## config.mk

```make
export PLATFORM = sky130hd
export DESIGN_NAME = cnn_param_loader
export DESIGN_NICKNAME = d
export VERILOG_FILES = /design/src/hw/cnn_loader_pkg.sv /design/src/hw/cnn_param_loader.sv /design/src/hw/host_write_port.sv /design/src/hw/pixel_load_sequencer.sv /design/src/hw/weight_load_sequencer.sv
export SDC_FILE = /design/constraint.sdc
export NUM_CORES = 1
export LEC_CHECK = 0
export BUFFER_PORTS_ARGS = -buffer_cell sky130_fd_sc_hd__clkbuf_2
export CORE_ASPECT_RATIO = 1.75
export CORE_UTILIZATION = 48
export CTS_BUF_LIST = sky130_fd_sc_hd__clkbuf_16
export DETAILED_ROUTE_END_ITERATION = 16
export GPL_TIMING_DRIVEN = 1
export PLACE_DENSITY = 0.76
export SYNTH_ARGS = -nofsm -noshare
export SYNTH_HDL_FRONTEND = slang
export SYNTH_SLANG_ARGS = --single-unit
export TNS_END_PERCENT = 1
```

## constraint.sdc

```tcl
create_clock -name clk -period 2.9 [get_ports clk]
set_input_delay 0.29 -clock clk [delete_from_list [all_inputs] [get_ports clk]]
set_output_delay 0.29 -clock clk [all_outputs]
set_load 0.01 [all_outputs]
```

## src/hw/cnn_loader_pkg.sv

```systemverilog
package cnn_loader_pkg;

	// host bus
	typedef logic [31:0] bus_addr_t;
	typedef logic [31:0] bus_data_t;

	// local memory side
	typedef logic [15:0] word_t;
	typedef logic [15:0] mem_addr_t;

	// only 1, 2, 4, 5 and 7 carry weights
	typedef logic [2:0] layer_id_t;

	// 0 is no bank, banks run 1 to 5
	typedef logic [2:0] bank_sel_t;

	// weights arrive in fixed layer order
	typedef enum logic [2:0]
	{
		load_l1,
		load_l2,
		load_l4,
		load_l5,
		load_l7,
		weights_full
	} weight_state_t;

	// upper address half selects the region
	localparam logic [15:0] WEIGHT_REGION = 16'hd333;
	localparam logic [15:0] PIXEL_REGION  = 16'hd555;

	// words per layer (3x3 kernels for the conv layers)
	localparam int L1_WEIGHTS = 216;
	localparam int L2_WEIGHTS = 576;
	localparam int L4_WEIGHTS = 576;
	localparam int L5_WEIGHTS = 576;
	localparam int L7_WEIGHTS = 2000;

	// fully-connected layer split over equal banks
	localparam int FC_BANK_WORDS = 400;
	localparam int FC_BANKS      = L7_WEIGHTS / FC_BANK_WORDS;

	// one 32x32x3 input image
	localparam int IMAGE_PIXELS = 3072;

endpackage

```

## src/hw/cnn_param_loader.sv

```systemverilog
`timescale 1ns/10ps

module cnn_param_loader
	import cnn_loader_pkg::*;
(
	input  logic      clk,
	input  logic      rst,
	input  logic      host_req,
	input  bus_addr_t host_addr,
	input  bus_data_t host_data,
	output logic      host_ack,
	output logic      conv_weight_write,
	output mem_addr_t conv_weight_addr,
	output logic      fc_weight_write,
	output bank_sel_t fc_bank,
	output mem_addr_t fc_weight_addr,
	output word_t     weight_word,
	output logic      weight_layer_done,
	output layer_id_t weight_done_layer,
	output logic      weights_loaded,
	output logic      pixel_write,
	output mem_addr_t pixel_addr,
	output word_t     pixel_word,
	output logic      image_done
);

	// beat between port stage and sequencers
	logic  beat_weight;
	logic  beat_pixel;
	word_t beat_word;

	host_write_port i_host_write_port (
		.clk         (clk),
		.rst         (rst),
		.host_req    (host_req),
		.host_addr   (host_addr),
		.host_data   (host_data),
		.host_ack    (host_ack),
		.beat_weight (beat_weight),
		.beat_pixel  (beat_pixel),
		.beat_word   (beat_word)
	);

	weight_load_sequencer i_weight_load_sequencer (
		.clk               (clk),
		.rst               (rst),
		.beat_weight       (beat_weight),
		.beat_word         (beat_word),
		.conv_weight_write (conv_weight_write),
		.conv_weight_addr  (conv_weight_addr),
		.fc_weight_write   (fc_weight_write),
		.fc_bank           (fc_bank),
		.fc_weight_addr    (fc_weight_addr),
		.weight_word       (weight_word),
		.weight_layer_done (weight_layer_done),
		.weight_done_layer (weight_done_layer),
		.weights_loaded    (weights_loaded)
	);

	pixel_load_sequencer i_pixel_load_sequencer (
		.clk         (clk),
		.rst         (rst),
		.beat_pixel  (beat_pixel),
		.beat_word   (beat_word),
		.pixel_write (pixel_write),
		.pixel_addr  (pixel_addr),
		.pixel_word  (pixel_word),
		.image_done  (image_done)
	);

endmodule

```

## src/hw/host_write_port.sv

```systemverilog
`timescale 1ns/10ps

module host_write_port
	import cnn_loader_pkg::*;
(
	input  logic      clk,
	input  logic      rst,
	input  logic      host_req,
	input  bus_addr_t host_addr,
	input  bus_data_t host_data,
	output logic      host_ack,
	output logic      beat_weight,
	output logic      beat_pixel,
	output word_t     beat_word
);

	logic        accept;
	logic [15:0] region_tag;

	// new request only counts once the previous ack has dropped
	assign accept = host_req && !host_ack;

	assign region_tag = host_addr[31:16];

	// four-phase sequence and one-cycle beat pulses
	always_ff @(posedge clk or posedge rst)
	begin
		if (rst)
		begin
			host_ack    <= 1'b0;
			beat_weight <= 1'b0;
			beat_pixel  <= 1'b0;
		end
		else
		begin
			beat_weight <= accept && (region_tag == WEIGHT_REGION);
			beat_pixel  <= accept && (region_tag == PIXEL_REGION);
			if (accept)
			begin
				host_ack <= 1'b1;
			end
			else if (!host_req)
			begin
				// host has released req, finish the cycle
				host_ack <= 1'b0;
			end
		end
	end

	// unmapped writes still get an ack, they just never raise a beat
	always_ff @(posedge clk)
	begin
		if (accept)
		begin
			beat_word <= host_data[15:0];
		end
	end

endmodule

```

## src/hw/pixel_load_sequencer.sv

```systemverilog
`timescale 1ns/10ps

module pixel_load_sequencer
	import cnn_loader_pkg::*;
(
	input  logic      clk,
	input  logic      rst,
	input  logic      beat_pixel,
	input  word_t     beat_word,
	output logic      pixel_write,
	output mem_addr_t pixel_addr,
	output word_t     pixel_word,
	output logic      image_done
);

	mem_addr_t pixel_cnt;
	logic      last_pixel;

	assign last_pixel = (pixel_cnt == mem_addr_t'(IMAGE_PIXELS - 1));

	always_ff @(posedge clk or posedge rst)
	begin
		if (rst)
		begin
			pixel_cnt   <= '0;
			pixel_write <= 1'b0;
			image_done  <= 1'b0;
		end
		else
		begin
			pixel_write <= beat_pixel;
			image_done  <= beat_pixel && last_pixel;
			if (beat_pixel)
			begin
				// wrap so the next image starts at address 0
				if (last_pixel)
					pixel_cnt <= '0;
				else
					pixel_cnt <= pixel_cnt + 1'b1;
			end
		end
	end

	always_ff @(posedge clk)
	begin
		if (beat_pixel)
		begin
			pixel_addr <= pixel_cnt;
			pixel_word <= beat_word;
		end
	end

endmodule

```

## src/hw/weight_load_sequencer.sv

```systemverilog
`timescale 1ns/10ps

module weight_load_sequencer
	import cnn_loader_pkg::*;
(
	input  logic      clk,
	input  logic      rst,
	input  logic      beat_weight,
	input  word_t     beat_word,
	output logic      conv_weight_write,
	output mem_addr_t conv_weight_addr,
	output logic      fc_weight_write,
	output bank_sel_t fc_bank,
	output mem_addr_t fc_weight_addr,
	output word_t     weight_word,
	output logic      weight_layer_done,
	output layer_id_t weight_done_layer,
	output logic      weights_loaded
);

	weight_state_t state;
	weight_state_t state_next;
	mem_addr_t     word_cnt;
	mem_addr_t     last_idx;
	layer_id_t     cur_layer;
	bank_sel_t     bank_calc;
	mem_addr_t     offset_calc;
	logic          take;
	logic          last_word;

	// beats after the last layer are dropped
	assign take = beat_weight && (state != weights_full);

	assign last_word = (word_cnt == last_idx);

	// per-layer size, layer number and successor
	always_comb
	begin
		case (state)
			load_l1:
			begin
				last_idx   = mem_addr_t'(L1_WEIGHTS - 1);
				cur_layer  = layer_id_t'(1);
				state_next = load_l2;
			end
			load_l2:
			begin
				last_idx   = mem_addr_t'(L2_WEIGHTS - 1);
				cur_layer  = layer_id_t'(2);
				state_next = load_l4;
			end
			load_l4:
			begin
				last_idx   = mem_addr_t'(L4_WEIGHTS - 1);
				cur_layer  = layer_id_t'(4);
				state_next = load_l5;
			end
			load_l5:
			begin
				last_idx   = mem_addr_t'(L5_WEIGHTS - 1);
				cur_layer  = layer_id_t'(5);
				state_next = load_l7;
			end
			load_l7:
			begin
				last_idx   = mem_addr_t'(L7_WEIGHTS - 1);
				cur_layer  = layer_id_t'(7);
				state_next = weights_full;
			end
			default:
			begin
				last_idx   = '0;
				cur_layer  = layer_id_t'(7);
				state_next = weights_full;
			end
		endcase
	end

	// layer 7 index to bank and offset, compare chain instead of a divider
	always_comb
	begin
		bank_calc   = bank_sel_t'(1);
		offset_calc = word_cnt;
		for (int b = 1; b < FC_BANKS; b++)
		begin
			if (word_cnt >= mem_addr_t'(b * FC_BANK_WORDS))
			begin
				bank_calc   = bank_sel_t'(b + 1);
				offset_calc = word_cnt - mem_addr_t'(b * FC_BANK_WORDS);
			end
		end
	end

	always_ff @(posedge clk or posedge rst)
	begin
		if (rst)
		begin
			state             <= load_l1;
			word_cnt          <= '0;
			conv_weight_write <= 1'b0;
			fc_weight_write   <= 1'b0;
			weight_layer_done <= 1'b0;
		end
		else
		begin
			conv_weight_write <= take && (state != load_l7);
			fc_weight_write   <= take && (state == load_l7);
			// done goes out together with the layer's last word
			weight_layer_done <= take && last_word;
			if (take)
			begin
				if (last_word)
				begin
					word_cnt <= '0;
					state    <= state_next;
				end
				else
				begin
					word_cnt <= word_cnt + 1'b1;
				end
			end
		end
	end

	always_ff @(posedge clk)
	begin
		if (take)
		begin
			weight_word       <= beat_word;
			weight_done_layer <= cur_layer;
			if (state == load_l7)
			begin
				fc_bank        <= bank_calc;
				fc_weight_addr <= offset_calc;
			end
			else
			begin
				conv_weight_addr <= word_cnt;
			end
		end
	end

	// rises in the same cycle as the layer 7 done pulse
	assign weights_loaded = (state == weights_full);

endmodule

```

==> flow_summary.yaml, run 1 <==
run_status:
  status: "finished, final reports clean"
logic_synthesis:
  syn_avg_cell_area_um2: 13.4
  ys.flop_type: "edfxtp_1"
  synthCells: 462
  synthesis.nets: 545
  synth_area_um2: 6170
  synth-seq-cells: 145
  yosysWarnings: 0
  synth_seq_area_share_pct: 67.1
  synth_cell_types: 66
  ys_async_sr_fraction_pct: 29.7
  synth_edf_count: 102
global_routing:
  grt_max_degree: 44
  grt_overflow: 0
  grt_pass1_vias: 4427
  grt_use_total_pct: 21.7
  grt_antenna_before_repair: 0
  grt_pass1_wl_um: 21800
layout:
  multi_input_area_um2: 1870
  final_common_cell: "clkbuf_2"
  mostFrequentLayoutCells: "clkbuf_2 (127), edfxtp_1 (102), dfrtp_1 (43), nand2_1 (37), buf_4 (30)"
  final_layout_size_suffix_gt1_share_pct: 32.9
  fin_cells: 797
  layout.nets: 699
  antenna_cells: 0
  final_area_um2: 7720
  fill_cells: 955
  syn_to_final_growth_pct: 25.1
  post-route-util_pct: 61.8
  regArea_um2: 4140
floorplan:
  die-area_um2: 13300
  die_w_um: 87.7
  die_h_um: 152
  rows: 54
  ios: 160
  design.core.area_um2: 12500
  start_util_pct: 49.4
place:
  hpwl_um: 10000
  placed_area_um2: 7130
  place_ws_ns: 0.191
  gp_congestion: 0.945
  dp.cells: 764
  portBuffers: 127
drt:
  routedWlPerCell_um: 17.3
  ant_nets: 0
  drtIter0Drc: 226
  totalWireLength_um: 13800
  via_per_inst: 5.46
  vias: 4351
  drtPass1Iterations: 4
  drc: 0
critical_path:
  r2r_cells: 9
  cp_slowest_cell: "or3_1"
  criticalPathCategory: "flop to flop"
  max_stage_delay_ns: 0.42
  start_kind: "flop"
  worstPathMaxFanout: 5
  crit_chain: "inv_1 -> ha_1 -> a21boi_0 -> nor2_1 -> or3_1 -> o311ai_2 -> o211ai_2 -> nor4b_2 -> xor2_1"
  critical_path_required_ns: 3.05
  cp-startpoint: "i_weight_load_sequencer.word_cnt[6]"
  r2r-start: "i_weight_load_sequencer.word_cnt[6]"
  cp-end-kind: "flop"
  reg2reg_setup_slack_ns: 0.14
  worstPathArrival_ns: 2.91
timing:
  tightest_slew_ns: 0.937
  slew_headroom_pct: 37.5
  timing.final.ws_setup_ns: 0.142
  timing.fmax_mhz: 363
  timing.final.crit_share_pct: 95.1
  timing.hold.ws_ns: 0.0532
  setup_tns_ns: 0
  finalClockSkew_ns: 0.00867
  min_period_ns: 2.76
  rsz0062_at_grt: "no"
  slew_viol_final: 0
  hold_violations: 0
  setup_viol: 0
cts:
  cts_max_level: 4
  clkSlewWorstSetupHoldPaths_ns: 0.06
  cts-root-buf: "clkbuf_16"
  cts_tree: "built"
  cts_buffers: 17
  clock_path_buffers: 2
  clk_latency_ns: 0.41
  clock_sinks: 145
  postCtsSetupRepairBufs: 0
pwr:
  p_int_mw: 3.44
  sw_frac_of_total_pct: 20.8
  pwr-share-comb_pct: 1.1
  ir_drop_mv: 0.387
  leakagePower_nw: 3.36
  p_total_mw: 4.35
  powerDensity_nw_per_um2: 563
  pwr-share-clk_pct: 47.8
  power_frac_seq_pct: 51.1
  p_sw_mw: 0.904
min_path:
  worstHoldPathType: "input pin to flop"
  min-delay-start: "host_data[10]"
  hold_path_depth: 1
flow_run:
  drv_cap: 0
## critical path: cells and delay by family (launching register included)
family,cells,cell delay [ns]
flops,1,0.38
buf+inv,1,0.14
fa+ha+maj,1,0.26
compound gates,3,0.79
simple gates,3,0.81
xor+xnor,1,0.12
## metal layers
layer | up-vias | share of wire, % | track usage [%]
met3 | 38 | 5.6 | 5.98
met4 | 0 | 3.4 | 11.1
met2 | 189 | 55 | 39.3
met1 | 2113 | 36 | 22.0
met5 | - | 0 | 0
li1 | 2011 | - | -
## power by group through the flow
stage	Clock [mW]	Sequential [mW]	Combinational, mW
2_1_floorplan	0	2.26	0.0157
3_3_place_gp	0	2.26	0.0458
3_5_place_dp	0	2.27	0.0480
4_1_cts	2.12	2.22	0.0493
5_1_grt	2.19	2.22	0.0547
6_report	2.08	2.22	0.0476
## final timing paths
kind	end
max in group asynchronous	i_weight_load_sequencer.word_cnt[9]
worst min register to register	i_pixel_load_sequencer.pixel_word[15]
worst max-delay path	i_weight_load_sequencer.fc_weight_addr[15]
worst min-delay path	i_host_write_port.beat_word[10]
min in group asynchronous	i_weight_load_sequencer.fc_weight_write
worst max register to register	i_weight_load_sequencer.fc_weight_addr[15]
## cells by family after synthesis
kind of cell | count (synthesis) | share of synthesized area (%)
DFF | 145 | 67.1
xor gates and xnor gates | 30 | 4.26
and+or+nand+nor | 156 | 13.8
AOI/OAI and AO/OA | 69 | 7.70
adders and majority gates | 16 | 3.24
muxes | 7 | 1.16
buffers and inverters | 39 | 2.80
## flip-flops by register name (all words and copies together), names as in the netlist, 16 cells and up
register                                  flops
i_weight_load_sequencer.conv_weight_addr     16
i_weight_load_sequencer.weight_word          16
i_pixel_load_sequencer.pixel_word            16
i_host_write_port.beat_word                  16
i_weight_load_sequencer.fc_weight_addr       16
i_weight_load_sequencer.word_cnt             16
i_pixel_load_sequencer.pixel_addr            16
i_pixel_load_sequencer.pixel_cnt             16
## area by class of cell
| type | count | area share (%) |
|---|---|---|
| inverters | 16 | 0.778 |
| flip-flops and latches | 145 | 53.6 |
| clock buffers | 17 | 5.51 |
| repair buffers | 158 | 11.3 |
| clock inverters | 15 | 1.94 |
| well taps | 168 | 2.72 |
| multi-input cells | 278 | 24.2 |
## cell usage after synthesis (3+ instances only)
library cell | instances | area share (%)
nand2_1 | 37 | 2.3
clkbuf_1 | 14 | 0.85
nor4bb_1 | 3 | 0.49
nand4_1 | 6 | 0.61
or4_1 | 3 | 0.36
a31oi_1 | 3 | 0.30
nor3_1 | 15 | 1.2
ha_1 | 16 | 3.2
a21oi_1 | 7 | 0.57
dfrtp_1 | 43 | 17
o21ai_0 | 11 | 0.89
buf_2 | 6 | 0.49
and2_1 | 3 | 0.30
nor4_1 | 6 | 0.61
o22ai_1 | 4 | 0.41
o21ai_1 | 15 | 1.2
nor2b_1 | 6 | 0.61
xnor2_1 | 21 | 3.0
nand3_1 | 15 | 1.2
or3_1 | 7 | 0.71
mux2i_1 | 6 | 0.97
inv_1 | 14 | 0.85
edfxtp_1 | 102 | 50
and3_1 | 7 | 0.71
nor2_1 | 27 | 1.6
a21o_1 | 5 | 0.61
xor2_1 | 9 | 1.3
## timing repair
item | 4_1_cts | 5_1_grt
endpoints found under the setup margin | 0 | 1
endpoints found under the hold margin | 1 | 0
resized for setup | 0 | 1
hold buffers | 1 | 0
Power figures use the tool's default switching activity.
==> run 2, diff against run 1 <==
- SYNTH_HIERARCHICAL: default -> 1
==> run 2 against run 1 <==
- first-iteration DRC count increased by 65%
- sequential power about the same
- sequential share of layout area decreased by 0.95 points
- final cell count increased by 0.63%
- global-route usage increased by 0.53 points
- clock-buffer cell count unchanged
- clock power increased by 4%
- critical endpoint is now i_weight_load_sequencer/fc_weight_addr[7]
- largest cell class unchanged
- final area increased by 1.8%
==> flow_summary.yaml, run 2 <==
critical_path:
  cp_slowest_cell: "dfrtp_1"
  reg2reg_setup_slack_ns: 0.22
  cp_common_cell: "buf_4"
  cp-startpoint: "i_weight_load_sequencer/word_cnt[6]"
  start_kind: "flop"
  worstReg2RegEnd: "i_weight_load_sequencer/fc_weight_addr[7]"
  crit_chain: "inv_1 -> buf_4 -> ha_1 -> a21boi_0 -> buf_4 -> o211ai_1 -> or2_1 -> a32oi_2 -> and3_2 -> o31a_1"
  cp-endpoint: "i_weight_load_sequencer/fc_weight_addr[7]"
  criticalPathCategory: "flop to flop"
  worstPathMaxFanout: 7
  r2r_cells: 10
  cp-end-kind: "flop"
  worstPathArrival_ns: 2.84
  max_stage_delay_ns: 0.47
  r2r-start: "i_weight_load_sequencer/word_cnt[6]"
  critical_path_required_ns: 3.07
pwr:
  p_int_mw: 3.41
  sw_frac_of_total_pct: 23.1
  ir_drop_mv: 0.525
  leakagePower_nw: 3.35
  powerDensity_nw_per_um2: 564
  p_sw_mw: 1.03
  pwr-share-clk_pct: 48.8
  pwr-share-comb_pct: 1.1
  power_frac_seq_pct: 50.1
logic_synthesis:
  synthCells: 460
  synth_seq_area_share_pct: 66.4
  yosysWarnings: 6
  ys_async_sr_fraction_pct: 29.7
  synth_compound_area_share_pct: 8.91
  synthMuxAreaShare_pct: 1.02
  synth.area.top_cells: "edfxtp_1 (49%), dfrtp_1 (17%), ha_1 (3.2%)"
  syn_avg_cell_area_um2: 13.6
  ys.flop_type: "edfxtp_1"
  synthSimpleGateAreaFrac_pct: 14.1
  synthAdderAreaFrac_pct: 3.21
  ys_top_cells_by_count: "edfxtp_1 (102), dfrtp_1 (43), nand2_1 (30)"
  synth-seq-cells: 145
  synth_cell_types: 74
  synth_area_leader_cell: "edfxtp_1"
  synth_top_family_by_area: "simple AND/OR/NAND/NOR gates"
  yosysMostFrequentCell: "edfxtp_1"
  synth_top_area_share_pct: 49.1
  synth_edf_count: 102
  synthesis.nets: 543
  synth_area_um2: 6240
  synth_xor_area_share_pct: 3.93
place:
  portBuffers: 127
  hpwl_um: 10100
  gp_congestion: 0.933
timing:
  hold_violations: 0
  slew_viol_final: 0
  timing.hold.ws_ns: 0.0427
  timing.final.crit_share_pct: 92.3
  timing.fmax_mhz: 374
  tightest_slew_ns: 0.891
  rsz0062_at_grt: "no"
  min_period_ns: 2.68
  setup_tns_ns: 0
  slew_headroom_pct: 40.5
  finalClockSkew_ns: 0.00704
  setup_viol: 0
floorplan:
  ios: 160
  design.core.area_um2: 12600
  rows: 54
  die_h_um: 153
  die-area_um2: 13500
  start_util_pct: 49.6
  die_w_um: 88.2
global_routing:
  grt_pass1_vias: 4424
  grt_use_total_pct: 22.3
  grt_pass1_wl_um: 22400
  grt_overflow: 0
  grt_max_degree: 35
  grt_antenna_before_repair: 0
layout:
  final_layout_size_suffix_gt1_share_pct: 34.7
  layout.nets: 704
  syn_to_final_growth_pct: 26.0
  fill_cells: 1013
  post-route-util_pct: 62.5
  multi_input_area_um2: 1940
  final_common_cell: "clkbuf_2"
  antenna_cells: 0
  regArea_um2: 4140
  mostFrequentLayoutCells: "clkbuf_2 (127), edfxtp_1 (102), dfrtp_1 (43), buf_4 (32), nand2_1 (30)"
cts:
  clock_sinks: 145
  postCtsSetupRepairBufs: 0
  clock_path_buffers: 2
  postCtsHoldBufs: 2
  cts-root-buf: "clkbuf_16"
  cts_buffers: 17
  post_cts_resized: 0
  clk_latency_ns: 0.42
  clkSlewWorstSetupHoldPaths_ns: 0.07
  cts_tree: "built"
  cts_max_level: 4
min_path:
  worstHoldPathType: "input pin to flop"
drt:
  drtPass1Iterations: 5
  drtIter0Drc: 374
  totalWireLength_um: 14100
  routedWlPerCell_um: 17.5
  drc: 0
  ant_nets: 0
  vias: 4342
  via_per_inst: 5.41
flow_run:
  drv_cap: 0
run_status:
  status: "finished, final reports clean"
run 2: changes by cell type in the layout (fill, tap and decap cells not counted), moves of 4 or more:
cell / delta
a21oi_1: +5
and3_1: -4
clkinv_8: +5
nand2_1: -7
o21ai_0: +10
o21ai_1: -14
run 2: cell type report:
| class | count | share of cell area, % |
|---|---|---|
| Sequential cell | 145 | 52.7 |
| Multi-Input combinational cell | 280 | 24.7 |
| Timing Repair Buffer | 161 | 11.4 |
| Clock buffer | 17 | 5.41 |
| Tap cell | 168 | 2.67 |
| Clock inverter | 15 | 2.36 |
| Inverter | 16 | 0.796 |
run 2: power by group through the flow:
| stage | Clock [mW] | Sequential, mW | Combinational, mW |
|---|---|---|---|
| 2_1_floorplan | 0 | 2.26 | 0.0170 |
| 3_3_place_gp | 0 | 2.26 | 0.0445 |
| 3_5_place_dp | 0 | 2.27 | 0.0464 |
| 4_1_cts | 2.21 | 2.22 | 0.0486 |
| 5_1_grt | 2.30 | 2.22 | 0.0536 |
| 6_report | 2.17 | 2.22 | 0.0473 |
run 2: kinds of logic (layout without fill, tap and decap cells):
kind of cell | after synthesis | after routing
and+or+nand+nor | 151 | 151
DFF | 145 | 145
AOI/OAI and AO/OA | 79 | 79
buffers and inverters | 35 | 209
xor gates and xnor gates | 28 | 28
adders and majority gates | 16 | 16
muxes | 6 | 6
run 2: per-layer routing:
metal  up-vias  GRT usage, %  routed length (um)
met4         0          10.7                 515
met5         -             0                   0
li1       2030             -                   -
met2       175          40.8                8050
met3        39          5.20                 654
met1      2098          22.9                4830
run 2: through the flow:
step / worst slack, ns / instances / cell area [um^2] / power, mW
global placement: 0.231 / 768 / 7230 / 2.31
floorplan: 0.152 / 460 / 6240 / 2.28
global route: 0.115 / 802 / 7860 / 4.57
finish: 0.224 / 802 / 7860 / 4.44
detailed placement: 0.211 / 768 / 7230 / 2.31
CTS: 0.200 / 802 / 7860 / 4.48
run 2: worst min-delay path by stage:
stage	start	to	slack, ns	cells past startpoint
after global routing	host_data[14]	i_host_write_port/beat_word[14]	0.03	1
after floorplan	rst	i_host_write_port/beat_pixel	0.04	1
after CTS	host_data[11]	i_host_write_port/beat_word[11]	0.03	1
final	host_data[4]	i_host_write_port/beat_word[4]	0.04	1
after global placement	rst	i_host_write_port/beat_pixel	0.18	2
after detailed placement	rst	i_host_write_port/beat_pixel	0.18	2
run 2: worst max-delay path: cells and delay by family (launching register included):
| kind | cells | cell delay (ns) |
|---|---|---|
| AND/OR/NAND/NOR | 2 | 0.49 |
| adder cells (fa/ha/maj) | 1 | 0.24 |
| AO/OA/AOI/OAI | 4 | 0.82 |
| buffers and inverters | 3 | 0.42 |
| flip-flops | 1 | 0.47 |
==> run 3, diff against run 2 <==
- ABC_AREA: default -> 1
==> run 3 against run 2 <==
- maximum frequency rose by 2.8%
- via count grew 11%
- total power up 0.40%
- synthesized area up 5.6%
- setup slack improved by 0.072 ns
- sequential share of layout area is 1.3 points lower
- register-to-register slack improved by 0.07 ns
- clock power hardly changed
- first-iteration DRC count shrank 15%
- routed wire length increased by 5.1%
- non-clock buffer count decreased by 23
- clock skew is 0.0013 ns higher
- critical endpoint is now i_weight_load_sequencer/fc_weight_addr[5]
- largest cell class unchanged
==> flow_summary.yaml, run 3 <==
layout:
  final_layout_size_suffix_gt1_share_pct: 28.7
  antenna_cells: 0
  mostFrequentLayoutCells: "nand2_1 (129), clkbuf_2 (127), edfxtp_1 (102), nor2_1 (68), inv_1 (64)"
  post-route-util_pct: 60.2
  final_common_cell: "nand2_1"
  regArea_um2: 4140
  layout.nets: 840
  fill_cells: 1103
  multi_input_area_um2: 2090
  syn_to_final_growth_pct: 22.3
timing:
  timing.hold.ws_ns: 0.0387
  slew_viol_final: 0
  timing.fmax_mhz: 384
  slew_headroom_pct: 41.4
  timing.final.ws_setup_ns: 0.296
  hold_violations: 0
  tightest_slew_ns: 0.878
  setup_viol: 0
  rsz0062_at_grt: "no"
  timing.final.crit_share_pct: 89.8
  min_period_ns: 2.60
  finalClockSkew_ns: 0.00838
  setup_tns_ns: 0
place:
  place_ws_ns: 0.385
  gp_congestion: 0.899
  hpwl_um: 10700
  portBuffers: 127
critical_path:
  start_kind: "flop"
  criticalPathCategory: "flop to flop"
  crit_chain: "inv_1 -> ha_1 -> a21oi_1 -> o211ai_2 -> inv_1 -> o21ai_0 -> o21bai_1 -> nand2_1"
  critical_path_required_ns: 3.07
  cp_common_cell: "inv_1"
  worstPathArrival_ns: 2.78
  cp_slowest_cell: "dfrtp_1"
  max_stage_delay_ns: 0.51
  worstPathMaxFanout: 12
  crit_family: "compound AO/OA/AOI/OAI gates"
  path_buf_inv: 2
  cp-end-kind: "flop"
cts:
  clock_sinks: 145
  cts_max_level: 4
  cts_tree: "built"
  cts_buffers: 17
  postCtsSetupRepairBufs: 0
  clock_path_buffers: 2
  cts-root-buf: "clkbuf_16"
  clkSlewWorstSetupHoldPaths_ns: 0.07
  clk_latency_ns: 0.43
logic_synthesis:
  ys_top_cells_by_count: "nand2_1 (129), edfxtp_1 (102), nor2_1 (68)"
  synth_seq_area_share_pct: 62.9
  synth_edf_count: 102
  synthesis.nets: 695
  ys_async_sr_fraction_pct: 29.7
  yosysWarnings: 6
  synth_area_um2: 6590
  yosysMostFrequentCell: "nand2_1"
  synth-seq-cells: 145
  synth_area_leader_cell: "edfxtp_1"
  synth.area.top_cells: "edfxtp_1 (47%), dfrtp_1 (16%), nand2_1 (7.4%)"
  ys.flop_type: "edfxtp_1"
  synthCells: 612
  synth_top_area_share_pct: 46.5
  syn_avg_cell_area_um2: 10.8
  synth_cell_types: 41
global_routing:
  grt_max_degree: 30
  grt_pass1_vias: 4781
  grt_antenna_before_repair: 0
  grt_pass1_wl_um: 22900
  grt_use_total_pct: 21.1
  grt_overflow: 0
drt:
  drc: 0
  vias: 4802
  drtPass1Iterations: 5
  totalWireLength_um: 14800
  via_per_inst: 5.09
  drtIter0Drc: 318
  routedWlPerCell_um: 15.6
  ant_nets: 0
floorplan:
  die_h_um: 157
  design.core.area_um2: 13400
  die-area_um2: 14200
  rows: 56
  start_util_pct: 49.2
  die_w_um: 90.5
  ios: 160
pwr:
  ir_drop_mv: 0.396
  powerDensity_nw_per_um2: 553
  leakagePower_nw: 3.71
  p_total_mw: 4.45
min_path:
  worstHoldPathType: "input pin to flop"
run_status:
  status: "finished, final reports clean"
flow_run:
  drv_cap: 0
-- run 3: changes by cell type in the layout (fill, tap and decap cells not counted), moves of 7 or more --
cell / change
nand2_2: +9
nor2_1: +39
xnor2_1: -16
nor2_2: +12
nand2_1: +99
nand3_2: +7
inv_1: +49
buf_4: -23
xor2_1: +13
inv_2: +8
nand3_1: +14
-- run 3: routing by layer --
layer / routed length, um / share of wire, % / up-vias / global-route usage, %
met4: 625 / 4.2 / 0 / 12.7
met5: 0 / 0 / - / 0
met2: 7990 / 54 / 178 / 38.2
li1: - / - / 2321 / -
met3: 681 / 4.6 / 53 / 5.12
met1: 5470 / 37 / 2250 / 22.0
-- run 3: stage by stage --
step	cells	cell area, um^2
2_1_floorplan	612	6590
3_3_place_gp	910	7430
3_5_place_dp	910	7430
4_1_cts	944	8060
5_1_grt	944	8060
6_report	944	8060
-- run 3: timing repair --
item,4_1_cts,5_1_grt
hold endpoints to repair,11,0
hold buffers,2,0
resized for setup,0,0
-- run 3: report_power, final --
part | leakage [nW] | switching (mW) | internal [mW] | total [mW]
clock network | 0.291 | 1.01 | 1.17 | 2.18
registers | 1.57 | 0.00457 | 2.22 | 2.22
logic | 1.85 | 0.0319 | 0.0221 | 0.0540
-- run 3: logic make-up after synthesis --
group | count (synthesis) | share of synthesized area [%]
compound gates | 49 | 4.47
mux | 1 | 0.152
fa+ha+maj | 16 | 3.04
xor+xnor | 25 | 3.33
flops | 145 | 62.9
buf+inv | 86 | 5.43
simple gates | 290 | 20.7
-- run 3: final timing paths --
check | from | end | slack (ns) | depth (start not counted)
min in group asynchronous | rst | i_host_write_port/host_ack | 0.32 | 3
hold / removal | host_data[12] | i_host_write_port/beat_word[12] | 0.04 | 1
max in group asynchronous | rst | i_weight_load_sequencer/word_cnt[15] | 1.71 | 3
setup reg to reg | i_weight_load_sequencer/word_cnt[6] | i_weight_load_sequencer/fc_weight_addr[5] | 0.30 | 8
hold reg to reg | i_host_write_port/beat_word[14] | i_weight_load_sequencer/weight_word[14] | 0.45 | 0
setup / recovery | i_weight_load_sequencer/word_cnt[6] | i_weight_load_sequencer/fc_weight_addr[5] | 0.30 | 8
-- run 3: cell type report --
cell class              count  area share [%]
clock inverters            15            2.28
well taps                 174            2.70
clock buffers              17            5.28
multi-input cells         381            25.9
inverters                  74            3.46
repair buffers            138            8.98
flip-flops and latches    145            51.4
